===== src/hw/aesTypesPkg.sv =====
`default_nettype none

package aesTypesPkg;

    typedef logic [7:0] byteT;

    // first byte of a word sits in the top bits.
    typedef logic [31:0] wordT;

    // one AES state. Column 0 and byte 0 are the most significant.
    typedef union packed {
        wordT [0:3]  cols;   // for MixColumns and AddRoundKey.
        byteT [0:15] bytes;  // for SubBytes and ShiftRows.
    } blockT;

    // expanded key, word 0 in the lowest bits.
    typedef wordT [43:0] keyScheduleT;

    typedef logic [3:0] roundIndexT;

endpackage

`default_nettype wire


===== src/hw/aesFieldPkg.sv =====
`default_nettype none

package aesFieldPkg;

    localparam int numRounds = 10;
    localparam int lastRound = numRounds;

    // x^8 + x^4 + x^3 + x + 1 with the top bit dropped.
    localparam logic [7:0] fieldReduce = 8'h1b;
    localparam logic [7:0] affineConst = 8'h63;

    // multiply by x.
    function automatic logic [7:0] xtime(input logic [7:0] a);
        return {a[6:0], 1'b0} ^ (a[7] ? fieldReduce : 8'h00);
    endfunction

    // shift-and-add multiply.
    function automatic logic [7:0] gfMul(input logic [7:0] a, input logic [7:0] b);
        logic [7:0] acc;
        logic [7:0] term;
        acc = 8'h00;
        term = a;
        for (int i = 0; i < 8; i++)
        begin
            if (b[i])
            begin
                acc = acc ^ term;
            end
            term = xtime(term);
        end
        return acc;
    endfunction

endpackage

`default_nettype wire


===== src/hw/roundSequencer.sv =====
`default_nettype none

module roundSequencer
    import aesTypesPkg::*;
    import aesFieldPkg::*;
(
    input  logic        clk,
    input  logic        reset,
    input  logic        inValid,
    input  keyScheduleT keySchedule,
    output logic        load,
    output logic        finalRound,
    output logic        finish,
    output logic        outValid,
    output blockT       roundKey
);

    logic       busy;
    roundIndexT round;  // stays 0 while idle, so it also selects the first key.
    logic [5:0] keyBase;

    assign load       = !busy && inValid;
    assign finalRound = busy && (round == roundIndexT'(lastRound));
    assign finish     = finalRound && inValid;  // no result on an aborted run.

    assign keyBase = {round, 2'b00};

    // round r uses key words 4r to 4r+3, the lowest going to column 0.
    always_comb
    begin
        for (int c = 0; c < 4; c++)
        begin
            roundKey.cols[c] = keySchedule[keyBase + 6'(c)];
        end
    end

    always_ff @(posedge clk)
    begin
        if (reset)
        begin
            busy     <= 1'b0;
            round    <= '0;
            outValid <= 1'b0;
        end
        else
        begin
            outValid <= finish;
            if (load)
            begin
                busy  <= 1'b1;
                round <= roundIndexT'(1);
            end
            else if (!inValid || finish)
            begin
                // done or aborted. A held inValid restarts on the next edge.
                busy  <= 1'b0;
                round <= '0;
            end
            else if (busy)
            begin
                round <= round + 1'b1;
            end
        end
    end

endmodule

`default_nettype wire


===== config.mk =====
export PLATFORM = sky130hd
export DESIGN_NAME = roundSequencer
export DESIGN_NICKNAME = d
export VERILOG_FILES = /design/src/hw/aesTypesPkg.sv /design/src/hw/aesFieldPkg.sv /design/src/hw/roundSequencer.sv
export SDC_FILE = /design/constraint.sdc
export NUM_CORES = 1
export LEC_CHECK = 0
export ABC_AREA = 0
export BUFFER_PORTS_ARGS = -buffer_cell sky130_fd_sc_hd__buf_4
export CORE_AREA = 2 2 603 605
export CTS_CLUSTER_SIZE = 28
export DETAILED_ROUTE_END_ITERATION = 7
export DIE_AREA = 0 0 605 607
export PLACE_DENSITY = 0.3
export SETUP_SLACK_MARGIN = 0.02
export SLEW_MARGIN = 10
export SYNTH_ARGS = -nofsm -noshare
export SYNTH_HDL_FRONTEND = slang
export SYNTH_SLANG_ARGS = --single-unit

===== constraint.sdc =====
create_clock -name clk -period 6 [get_ports clk]
set_input_delay 0.3 -clock clk [delete_from_list [all_inputs] [get_ports clk]]
set_output_delay 0.3 -clock clk [all_outputs]
set_load 0.02 [all_outputs]

==> results.json, run 1 <==
{
  "fmax_mhz": 243,
  "cts_buffer_count": 3,
  "cts_resized": 0,
  "cp_max_fo": 51,
  "timing_hold_violations_final": 0,
  "power.static_leakage_nw": 11.2,
  "drc_errors": 0,
  "cts_hold_buffers": 0,
  "worst_ep_arrival_time_ns": 3.82,
  "layout-drive-gt1-share_pct": 68.9,
  "period_minus_slack_ns": 4.12,
  "chip_height_um": 607,
  "synth-edff-count": 0,
  "crit_path_start": "round[1]$_SDFFE_PP0P_",
  "setup_ws_ns": 1.88,
  "clk_lat_worst_skew_ns": 0.23,
  "ctsHtreeMaxLevel": 1,
  "p_per_area_nw_per_um2": 80.7,
  "setup_total_negative_slack_ns": 0,
  "cap_violations": 0,
  "synth.cell_area_um2": 10800,
  "clk_pin_slew_ns": 0.04,
  "number_of_detailed_route_iterations_in_the_first_pass": 5,
  "fin_crit_share_pct": 68.7,
  "final.setup_skew_ns": 0.00120,
  "cts.root.buffer_cell": "sky130_fd_sc_hd__clkbuf_16",
  "floorplan.core_area_um2": 361000,
  "drtAntennaViolNets": 0,
  "critPathKind": "register to output pin",
  "synth_sequential_area_ratio_pct": 1.11,
  "routabilityCongestion": 0.894,
  "finish.net_count": 3932,
  "layout_common_cells": "sky130_fd_sc_hd__buf_4 (1577), sky130_fd_sc_hd__mux2i_1 (375)",
  "ys_dominant_reg_cell": "sky130_fd_sc_hd__dfxtp_1",
  "cts_sinks": 6,
  "grt_first_pass_wirelength_um": 354000,
  "syn_avg_cell_area_um2": 10.1,
  "yosys_warnings": 0,
  "layout.cells.most_common": "sky130_fd_sc_hd__buf_4",
  "sum_of_overflow_across_all_layers_after_global_routing": 0,
  "irDropWorstVdd_mv": 0.0838,
  "grt_pass1_vias": 19400,
  "grt_antenna_before_repair": 322,
  "num_rows": 221,
  "grt_overall_usage_pct": 16.2,
  "synth_seq_cells": 6,
  "grt_max_degree": 91,
  "rsz0062_at_grt": "false",
  "maxSlewViolCount": 0,
  "postSynthCellCount": 1070,
  "critPathCaptureType": "output pin",
  "total_wire_length_um": 312000,
  "post-cts-setup-buffers": 0,
  "synth_top_cell_by_area": "sky130_fd_sc_hd__mux2i_1",
  "syn2layout_area_growth_pct": 162,
  "hp-class": "input pin to register",
  "synth_cell_type_count": 27,
  "fin_util_pct": 7.86,
  "timing.slew.headroom_pct": 5.68,
  "detail_route.vias_per_cell": 2.59,
  "initial_core_utilization_pct": 3.00,
  "slowest_stage": "sky130_fd_sc_hd__buf_4",
  "floorplan.die_area_um2": 367000,
  "i_o_pin_total": 1543,
  "tritoncts_clock_tree": "done",
  "drtIter0Drc": 1282,
  "io_buffers": 1542,
  "final-setup-viol-count": 0,
  "max_stage_delay_ns": 0.94,
  "timing_worst_slew_pin_value_ns": 1.38,
  "dpl_worst_slack_ns": 1.92,
  "die_w_um": 605,
  "r2r_start": "round[0]$_SDFFE_PP0P_",
  "clockBufferDepth": 2,
  "routed_wire_length_per_instance_um": 42.4,
  "critical_path.most_common_cell": "sky130_fd_sc_hd__buf_4",
  "synth_top_area_share_pct": 35.5,
  "worstSetupStartpointType": "register",
  "postSynthNetCount": 2483,
  "hpwlAfterDp_um": 289000,
  "via_count": 19100,
  "synthArstFlopShare_pct": 0,
  "crit_chain": "buf_4 > buf_4 > mux4_2 > a211o_1 > buf_4",
  "critical_path_required_ns": 5.70,
  "worstHoldStart": "inValid",
  "yosys-top-cells-area": "sky130_fd_sc_hd__mux2i_1 (36%), sky130_fd_sc_hd__mux4_2 (27%), sky130_fd_sc_hd__a211o_1 (10%)",
  "run_status": "completed"
}
==> report_power, final <==
group	internal [W]	switching (W)	leakage (nW)	total, W
Combinational	0.00100	0.00113	11.1	0.00213
Clock	0.0000856	0.0000230	0.0373	0.000109
Sequential	0.0000404	0.00000760	0.0503	0.0000480
==> kinds of logic (layout without fill, tap and decap cells) <==
kind of cell | count (synthesis) | count (layout) | synth area share [%]
buf+inv | 145 | 1592 | 7.15
other cells | 0 | 53 | 0
simple gates | 18 | 18 | 1.01
fa+ha+maj | 2 | 2 | 0.231
mux | 512 | 512 | 62.2
flops | 6 | 6 | 1.11
xor+xnor | 2 | 2 | 0.162
compound gates | 385 | 385 | 28.2
==> final cells by class <==
| class | instances | area (um^2) |
|---|---|---|
| fill | 42400 | 332000 |
| timing repair buffer | 1587 | 12000 |
| multi-input combinational | 919 | 9990 |
| tap | 4794 | 6000 |
| antenna | 53 | 133 |
| sequential | 6 | 128 |
| clock buffer | 3 | 75.1 |
| inverter | 2 | 7.51 |
==> Yosys cell counts (2+ instances only) <==
cell / count
sky130_fd_sc_hd__clkbuf_1: 51
sky130_fd_sc_hd__buf_1: 8
sky130_fd_sc_hd__buf_6: 15
sky130_fd_sc_hd__dfxtp_1: 6
sky130_fd_sc_hd__inv_1: 2
sky130_fd_sc_hd__nor2_1: 7
sky130_fd_sc_hd__o22ai_1: 128
sky130_fd_sc_hd__mux4_2: 128
sky130_fd_sc_hd__ha_1: 2
sky130_fd_sc_hd__buf_2: 57
sky130_fd_sc_hd__mux2i_1: 384
sky130_fd_sc_hd__a211o_1: 128
sky130_fd_sc_hd__o2bb2ai_1: 128
sky130_fd_sc_hd__buf_4: 12
sky130_fd_sc_hd__or3b_1: 2
==> critical path: cells and delay by family (launching register included) <==
family          cells  cell delay [ns]
compound gates      1             0.53
buf+inv             3             1.86
flops               1             0.66
mux                 1             0.44
==> metrics by stage <==
stage	cell area, um^2	hold slack [ns]	std cells	total power (W)
after floorplan	10800	0.469	1070	0.000621
after global placement	28100	0.530	7306	0.00228
after detailed placement	28100	0.535	7308	0.00226
after CTS	28200	0.412	7311	0.00238
after global routing	28300	0.446	7328	0.00240
final	28400	0.419	7364	0.00229
==> sequential cells by signal (all words and copies together), names as in the netlist <==
| register | count |
|---|---|
| busy | 1 |
| outValid | 1 |
| round | 4 |
==> path summary, 6_finish.rpt <==
path                                              end  slack, ns  depth (start not counted)
worst max-delay path                     roundKey[20]       1.88                          5
worst min-delay path              outValid$_SDFF_PP0_       0.42                          3
worst min register to register    outValid$_SDFF_PP0_       0.53                          2
worst max register to register  round[3]$_SDFFE_PP0P_       3.47                          6
==> routing by layer <==
metal | vias to the layer above | track usage (%) | wire length [um]
met5 | - | 0 | 1160
met1 | 9527 | 19.2 | 125000
li1 | 7618 | - | -
met3 | 452 | 5.84 | 28000
met4 | 174 | 1.85 | 5140
met2 | 1313 | 28.5 | 153000
No activity file was read; power rests on OpenSTA's default activity.
==> run 2, diff against run 1 <==
clock period = 3.9 ns   (was 6 ns; I/O delays follow)
==> run 2 against run 1 <==
Sequential cell count unchanged. Count of clock-buffer cells in the layout unchanged. Largest power group unchanged. Critical endpoint is now roundKey[4]. Worst hold slack got worse by 0.13 ns. Global-route usage fell by 0.26 points. Largest cell class unchanged.
==> results.json, run 2 (synthesis gave the netlist of run 1 again) <==
{
  "tritoncts_clock_tree": "done",
  "top_register": "round",
  "sum_of_overflow_across_all_layers_after_global_routing": 0,
  "rsz0062_at_grt": "false",
  "via_count": 19500,
  "critical_path.reg2reg.endpoint": "round[3]$_SDFFE_PP0P_",
  "grt_antenna_before_repair": 336,
  "share_comb_of_total_power_pct": 93.2,
  "power.switching_fraction_pct": 48.2,
  "cp_max_fo": 28,
  "cts_resized": 0,
  "final-instance-count-excl-fill": 7436,
  "drtAntennaViolNets": 0,
  "worstHoldStart": "inValid",
  "cap_violations": 0,
  "ctsHtreeMaxLevel": 1,
  "grt_busiest_layer": "met2",
  "p_per_area_nw_per_um2": 118,
  "hp-class": "input pin to register",
  "io_buffers": 1542,
  "post-cts-setup-buffers": 0,
  "period_minus_slack_ns": 3.54,
  "routabilityCongestion": 0.885,
  "layout.cells.most_common": "sky130_fd_sc_hd__buf_4",
  "r2r_start": "round[0]$_SDFFE_PP0P_",
  "drc_errors": 0,
  "ff2ff_setup_slack_ns": 2.12,
  "dp.cells": 7362,
  "timing_hold_violations_final": 0,
  "cts_sinks": 6,
  "irDropWorstVdd_mv": 0.0844,
  "initial_core_utilization_pct": 3.00,
  "fmax_mhz": 283,
  "die_w_um": 605,
  "final-setup-viol-count": 0,
  "timing_worst_slew_pin_value_ns": 1.12,
  "largest_reg_flops": 4,
  "layout-drive-gt1-share_pct": 69.4,
  "reg_top3": "round x4, busy x1, outValid x1",
  "total_wire_length_um": 308000,
  "drtIter0Drc": 1117,
  "clockBufferDepth": 2,
  "grt_util_met2_pct": 27.9,
  "hold_path_end": "outValid$_SDFF_PP0_",
  "timing.hold.ws_ns": 0.286,
  "whs_path_depth": 3,
  "cts_buffer_count": 3,
  "hpwlAfterDp_um": 288000,
  "netSwitchingPower_w": 0.00165,
  "grt_overall_usage_pct": 15.9,
  "clk_pin_slew_ns": 0.03,
  "worst_ep_arrival_time_ns": 3.34,
  "worstRegToRegCells": 5,
  "routed_wire_length_per_instance_um": 41.4,
  "clk_lat_worst_skew_ns": 0.23,
  "maxSlewViolCount": 0,
  "seq_power_share_pct": 2.0,
  "fin_crit_share_pct": 90.7,
  "grt_first_pass_wirelength_um": 349000,
  "fraction_of_met3_tracks_used_by_global_routing_pct": 6.90,
  "layout_common_cells": "sky130_fd_sc_hd__buf_4 (1619), sky130_fd_sc_hd__mux2i_1 (380)",
  "final.setup_skew_ns": 0.00328,
  "setup_total_negative_slack_ns": 0,
  "finish.net_count": 3986,
  "i_o_pin_total": 1543,
  "run_status": "completed",
  "detail_route.vias_per_cell": 2.62,
  "grt_use_met1_pct": 18.1,
  "critPathKind": "register to output pin",
  "num_rows": 221,
  "cts.root.buffer_cell": "sky130_fd_sc_hd__clkbuf_16",
  "floorplan.core_area_um2": 361000,
  "critical_path_required_ns": 3.70,
  "number_of_detailed_route_iterations_in_the_first_pass": 5,
  "grt_max_degree": 64,
  "chip_height_um": 607,
  "floorplan.die_area_um2": 367000,
  "timing.slew.headroom_pct": 23.4,
  "cts_hold_buffers": 0,
  "part_of_the_power_in_the_clock_network_pct": 4.8,
  "grt_pass1_vias": 19600,
  "worstSetupStartpointType": "register",
  "syn2layout_area_growth_pct": 167,
  "power.internal_w": 0.00177,
  "critPathCaptureType": "output pin",
  "power.static_leakage_nw": 11.5
}
==> run 2: cell types whose count changed in the layout (fill, tap and decap cells not counted) <==
cell                      change
sky130_fd_sc_hd__buf_4       +42
sky130_fd_sc_hd__diode_2     +18
sky130_fd_sc_hd__buf_12      +14
sky130_fd_sc_hd__mux2i_1      +5
sky130_fd_sc_hd__mux2i_2      -4
sky130_fd_sc_hd__buf_6        -1
sky130_fd_sc_hd__buf_8        -1
sky130_fd_sc_hd__mux2i_4      -1
==> run 2: routing by layer <==
layer / share of wire [%] / vias to the layer above
li1: - / 7742
met3: 10 / 520
met4: 2.4 / 152
met5: 0.34 / -
met1: 39 / 9701
met2: 48 / 1351
==> run 2: how the worst max path moves through the flow <==
| stage | from | endpoint | slack (ns) | depth (start not counted) |
|---|---|---|---|---|
| final | round[0]$_SDFFE_PP0P_ | roundKey[4] | 0.36 | 6 |
| after global placement | round[0]$_SDFFE_PP0P_ | roundKey[87] | 0.38 | 6 |
| after detailed placement | round[0]$_SDFFE_PP0P_ | roundKey[87] | 0.36 | 6 |
| after floorplan | round[0]$_SDFFE_PP0P_ | round[2]$_SDFFE_PP0P_ | 1.92 | 8 |
| after CTS | round[0]$_SDFFE_PP0P_ | roundKey[87] | 0.11 | 6 |
| after global routing | round[0]$_SDFFE_PP0P_ | roundKey[87] | 0.1 | 6 |
==> run 2: cell type report <==
cell class / instances / area [um^2]
inverters: 2 / 7.51
repair buffers: 1641 / 12600
fillers: 42300 / 332000
clock buffers: 3 / 75.1
well taps: 4794 / 6000
diodes: 71 / 178
flip-flops and latches: 6 / 128
multi-input cells: 919 / 9960
==> run 2: power by group through the flow <==
stage | registers, W | clock network [W] | logic (W)
floorplan | 0.0000651 | 0 | 0.000891
detailed placement | 0.0000706 | 0 | 0.00328
global placement | 0.0000703 | 0 | 0.00330
global route | 0.0000698 | 0.000172 | 0.00334
finish | 0.0000690 | 0.000164 | 0.00318
CTS | 0.0000698 | 0.000168 | 0.00329
==> run 2: worst max-delay path, cell delays in order, from the launching register on <==
cell and delay [ns]:
sky130_fd_sc_hd__dfxtp_4 0.56, sky130_fd_sc_hd__buf_12 0.28, sky130_fd_sc_hd__buf_4 0.44, sky130_fd_sc_hd__mux2i_1 0.96, sky130_fd_sc_hd__o2bb2ai_1 0.28, sky130_fd_sc_hd__a211o_1 0.36, sky130_fd_sc_hd__buf_4 0.17
==> run 2: stage by stage <==
| step | power (W) | worst slack (ns) | instance area, um^2 | utilization (%) |
|---|---|---|---|---|
| 2_1_floorplan | 0.000956 | 1.92 | 10800 | - |
| 3_3_place_gp | 0.00337 | 0.377 | 28700 | 7.94 |
| 3_5_place_dp | 0.00335 | 0.364 | 28700 | 7.95 |
| 4_1_cts | 0.00353 | 0.113 | 28800 | 7.97 |
| 5_1_grt | 0.00358 | 0.0962 | 28800 | 7.99 |
| 6_report | 0.00341 | 0.362 | 28900 | 8.02 |
==> run 3, diff against run 2 <==
CELL_PAD_IN_SITES_DETAIL_PLACEMENT = 2   (was default)
CELL_PAD_IN_SITES_GLOBAL_PLACEMENT = 2   (was default)
==> run 3 against run 2 <==
Highest routed layer unchanged. Sequential power grew 4.2%. Wire length decreased by 6.8%. Clock power about the same. Count of clock-buffer cells in the layout unchanged. Critical endpoint is now roundKey[89]. Clock skew decreased by 0.0031 ns. Worst setup slack better by 0.16 ns. Die area did not move. Total power is 1.0% lower. Cell count down 0.43%.
==> results.json, run 3 (synthesis gave the netlist of run 1 again) <==
{
  "number_of_detailed_route_iterations_in_the_first_pass": 5,
  "layout-drive-gt1-share_pct": 69.6,
  "cts_buffer_count": 3,
  "filler_cell_count": 42600,
  "critPathKind": "register to output pin",
  "total_wire_length_um": 287000,
  "fin_crit_share_pct": 86.6,
  "num_rows": 221,
  "cts_sinks": 6,
  "clockBufferDepth": 2,
  "dpl_worst_slack_ns": 0.562,
  "power.internal_w": 0.00178,
  "timing_worst_slew_pin_value_ns": 1.08,
  "ctsHtreeMaxLevel": 1,
  "cp_max_fo": 23,
  "drc_errors": 0,
  "power.switching_fraction_pct": 47.3,
  "routed_wire_length_per_instance_um": 38.7,
  "irDropWorstVdd_mv": 0.0664,
  "clk_lat_worst_skew_ns": 0.23,
  "final-instance-count-excl-fill": 7404,
  "dp.cells": 7370,
  "part_of_the_power_in_the_clock_network_pct": 4.9,
  "floorplan.die_area_um2": 367000,
  "reg_top3": "round x4, busy x1, outValid x1",
  "seq_power_share_pct": 2.1,
  "cts_hold_buffers": 0,
  "grt_antenna_before_repair": 272,
  "top_register": "round",
  "layout.cells.most_common": "sky130_fd_sc_hd__buf_4",
  "chip_height_um": 607,
  "layout_common_cells": "sky130_fd_sc_hd__buf_4 (1624), sky130_fd_sc_hd__mux2i_1 (376), sky130_fd_sc_hd__a211o_1 (128), sky130_fd_sc_hd__mux4_2 (128), sky130_fd_sc_hd__o22ai_1 (128)",
  "run_status": "completed",
  "period_minus_slack_ns": 3.38,
  "final-setup-viol-count": 0,
  "routabilityCongestion": 0.835,
  "floorplan.core_area_um2": 361000,
  "die_w_um": 605,
  "largest_reg_flops": 4,
  "area_used_by_multi_input_combinational_logic_um2": 9980,
  "maxSlewViolCount": 0,
  "fmax_mhz": 296,
  "i_o_pin_total": 1543,
  "placement.cell_area_um2": 28800,
  "hp-class": "input pin to register",
  "worst_ep_arrival_time_ns": 3.18,
  "cts.root.buffer_cell": "sky130_fd_sc_hd__clkbuf_16",
  "grt_max_degree": 66,
  "sum_of_overflow_across_all_layers_after_global_routing": 0,
  "setup_ws_ns": 0.522,
  "setup_total_negative_slack_ns": 0,
  "grt_pass1_vias": 20100,
  "power.static_leakage_nw": 11.5,
  "via_count": 18800,
  "grt_first_pass_wirelength_um": 331000,
  "cap_violations": 0,
  "finish.net_count": 3994,
  "grt_overall_usage_pct": 14.9,
  "total_power_w": 0.00338,
  "timing_hold_violations_final": 0,
  "io_buffers": 1542,
  "worstSetupStartpointType": "register",
  "clk_pin_slew_ns": 0.03,
  "final.setup_skew_ns": 0.000131,
  "rsz0062_at_grt": "false",
  "timing.slew.headroom_pct": 27.7,
  "drtAntennaViolNets": 0,
  "drtIter0Drc": 858,
  "post_route_cell_area_um2": 28900,
  "initial_core_utilization_pct": 3.00,
  "detail_route.vias_per_cell": 2.54,
  "cts_resized": 0,
  "critical_path_required_ns": 3.70,
  "p_per_area_nw_per_um2": 117,
  "netSwitchingPower_w": 0.00160,
  "post-cts-setup-buffers": 0,
  "syn2layout_area_growth_pct": 167,
  "tritoncts_clock_tree": "done",
  "hpwlAfterDp_um": 267000,
  "critPathCaptureType": "output pin",
  "layout.area.seq_um2": 128,
  "share_comb_of_total_power_pct": 93.0
}
[run 3: worst paths after layout]
kind | slack [ns] | start | depth (start not counted) | end
hold / removal | 0.31 | inValid | 3 | busy$_SDFFE_PP0P_
setup reg to reg | 2.03 | round[0]$_SDFFE_PP0P_ | 5 | round[3]$_SDFFE_PP0P_
setup / recovery | 0.52 | round[0]$_SDFFE_PP0P_ | 6 | roundKey[89]
hold reg to reg | 0.53 | busy$_SDFFE_PP0P_ | 2 | outValid$_SDFF_PP0_
[run 3: final cells by class]
| type | instances | area share [%] |
|---|---|---|
| clock buffer | 3 | 0.259 |
| inverter | 2 | 0.0259 |
| sequential | 6 | 0.441 |
| multi-input combinational | 919 | 34.5 |
| tap | 4794 | 20.7 |
| antenna | 31 | 0.268 |
| timing repair buffer | 1649 | 43.8 |
[run 3: routing by layer]
layer	up-vias	GRT usage, %	part of all wire (%)
li1	7707	-	-
met1	9330	15.0	34
met2	1141	28.5	53
met3	458	6.93	11
met4	154	1.33	1.5
met5	-	0	0.35
[run 3: stage by stage]
step                hold slack [ns]  utilization (%)
floorplan                     0.378                -
global placement              0.521             7.97
detailed placement            0.517             7.98
CTS                           0.319             8.00
global route                  0.357             8.01
finish                        0.306             8.02
[run 3: power groups by stage]
stage / combinational, W / sequential (W) / clock [W]
2_1_floorplan: 0.000891 / 0.0000651 / 0
3_3_place_gp: 0.00327 / 0.0000738 / 0
3_5_place_dp: 0.00327 / 0.0000740 / 0
4_1_cts: 0.00328 / 0.0000734 / 0.000167
5_1_grt: 0.00334 / 0.0000732 / 0.000170
6_report: 0.00314 / 0.0000719 / 0.000165
[run 3: critical path, stage by stage (launching register included)]
cell                      delay [ns]
sky130_fd_sc_hd__dfxtp_4        0.65
sky130_fd_sc_hd__buf_12         0.31
sky130_fd_sc_hd__buf_4          0.33
sky130_fd_sc_hd__mux2i_2        0.77
sky130_fd_sc_hd__o22ai_1        0.18
sky130_fd_sc_hd__a211o_1        0.34
sky130_fd_sc_hd__buf_4          0.22
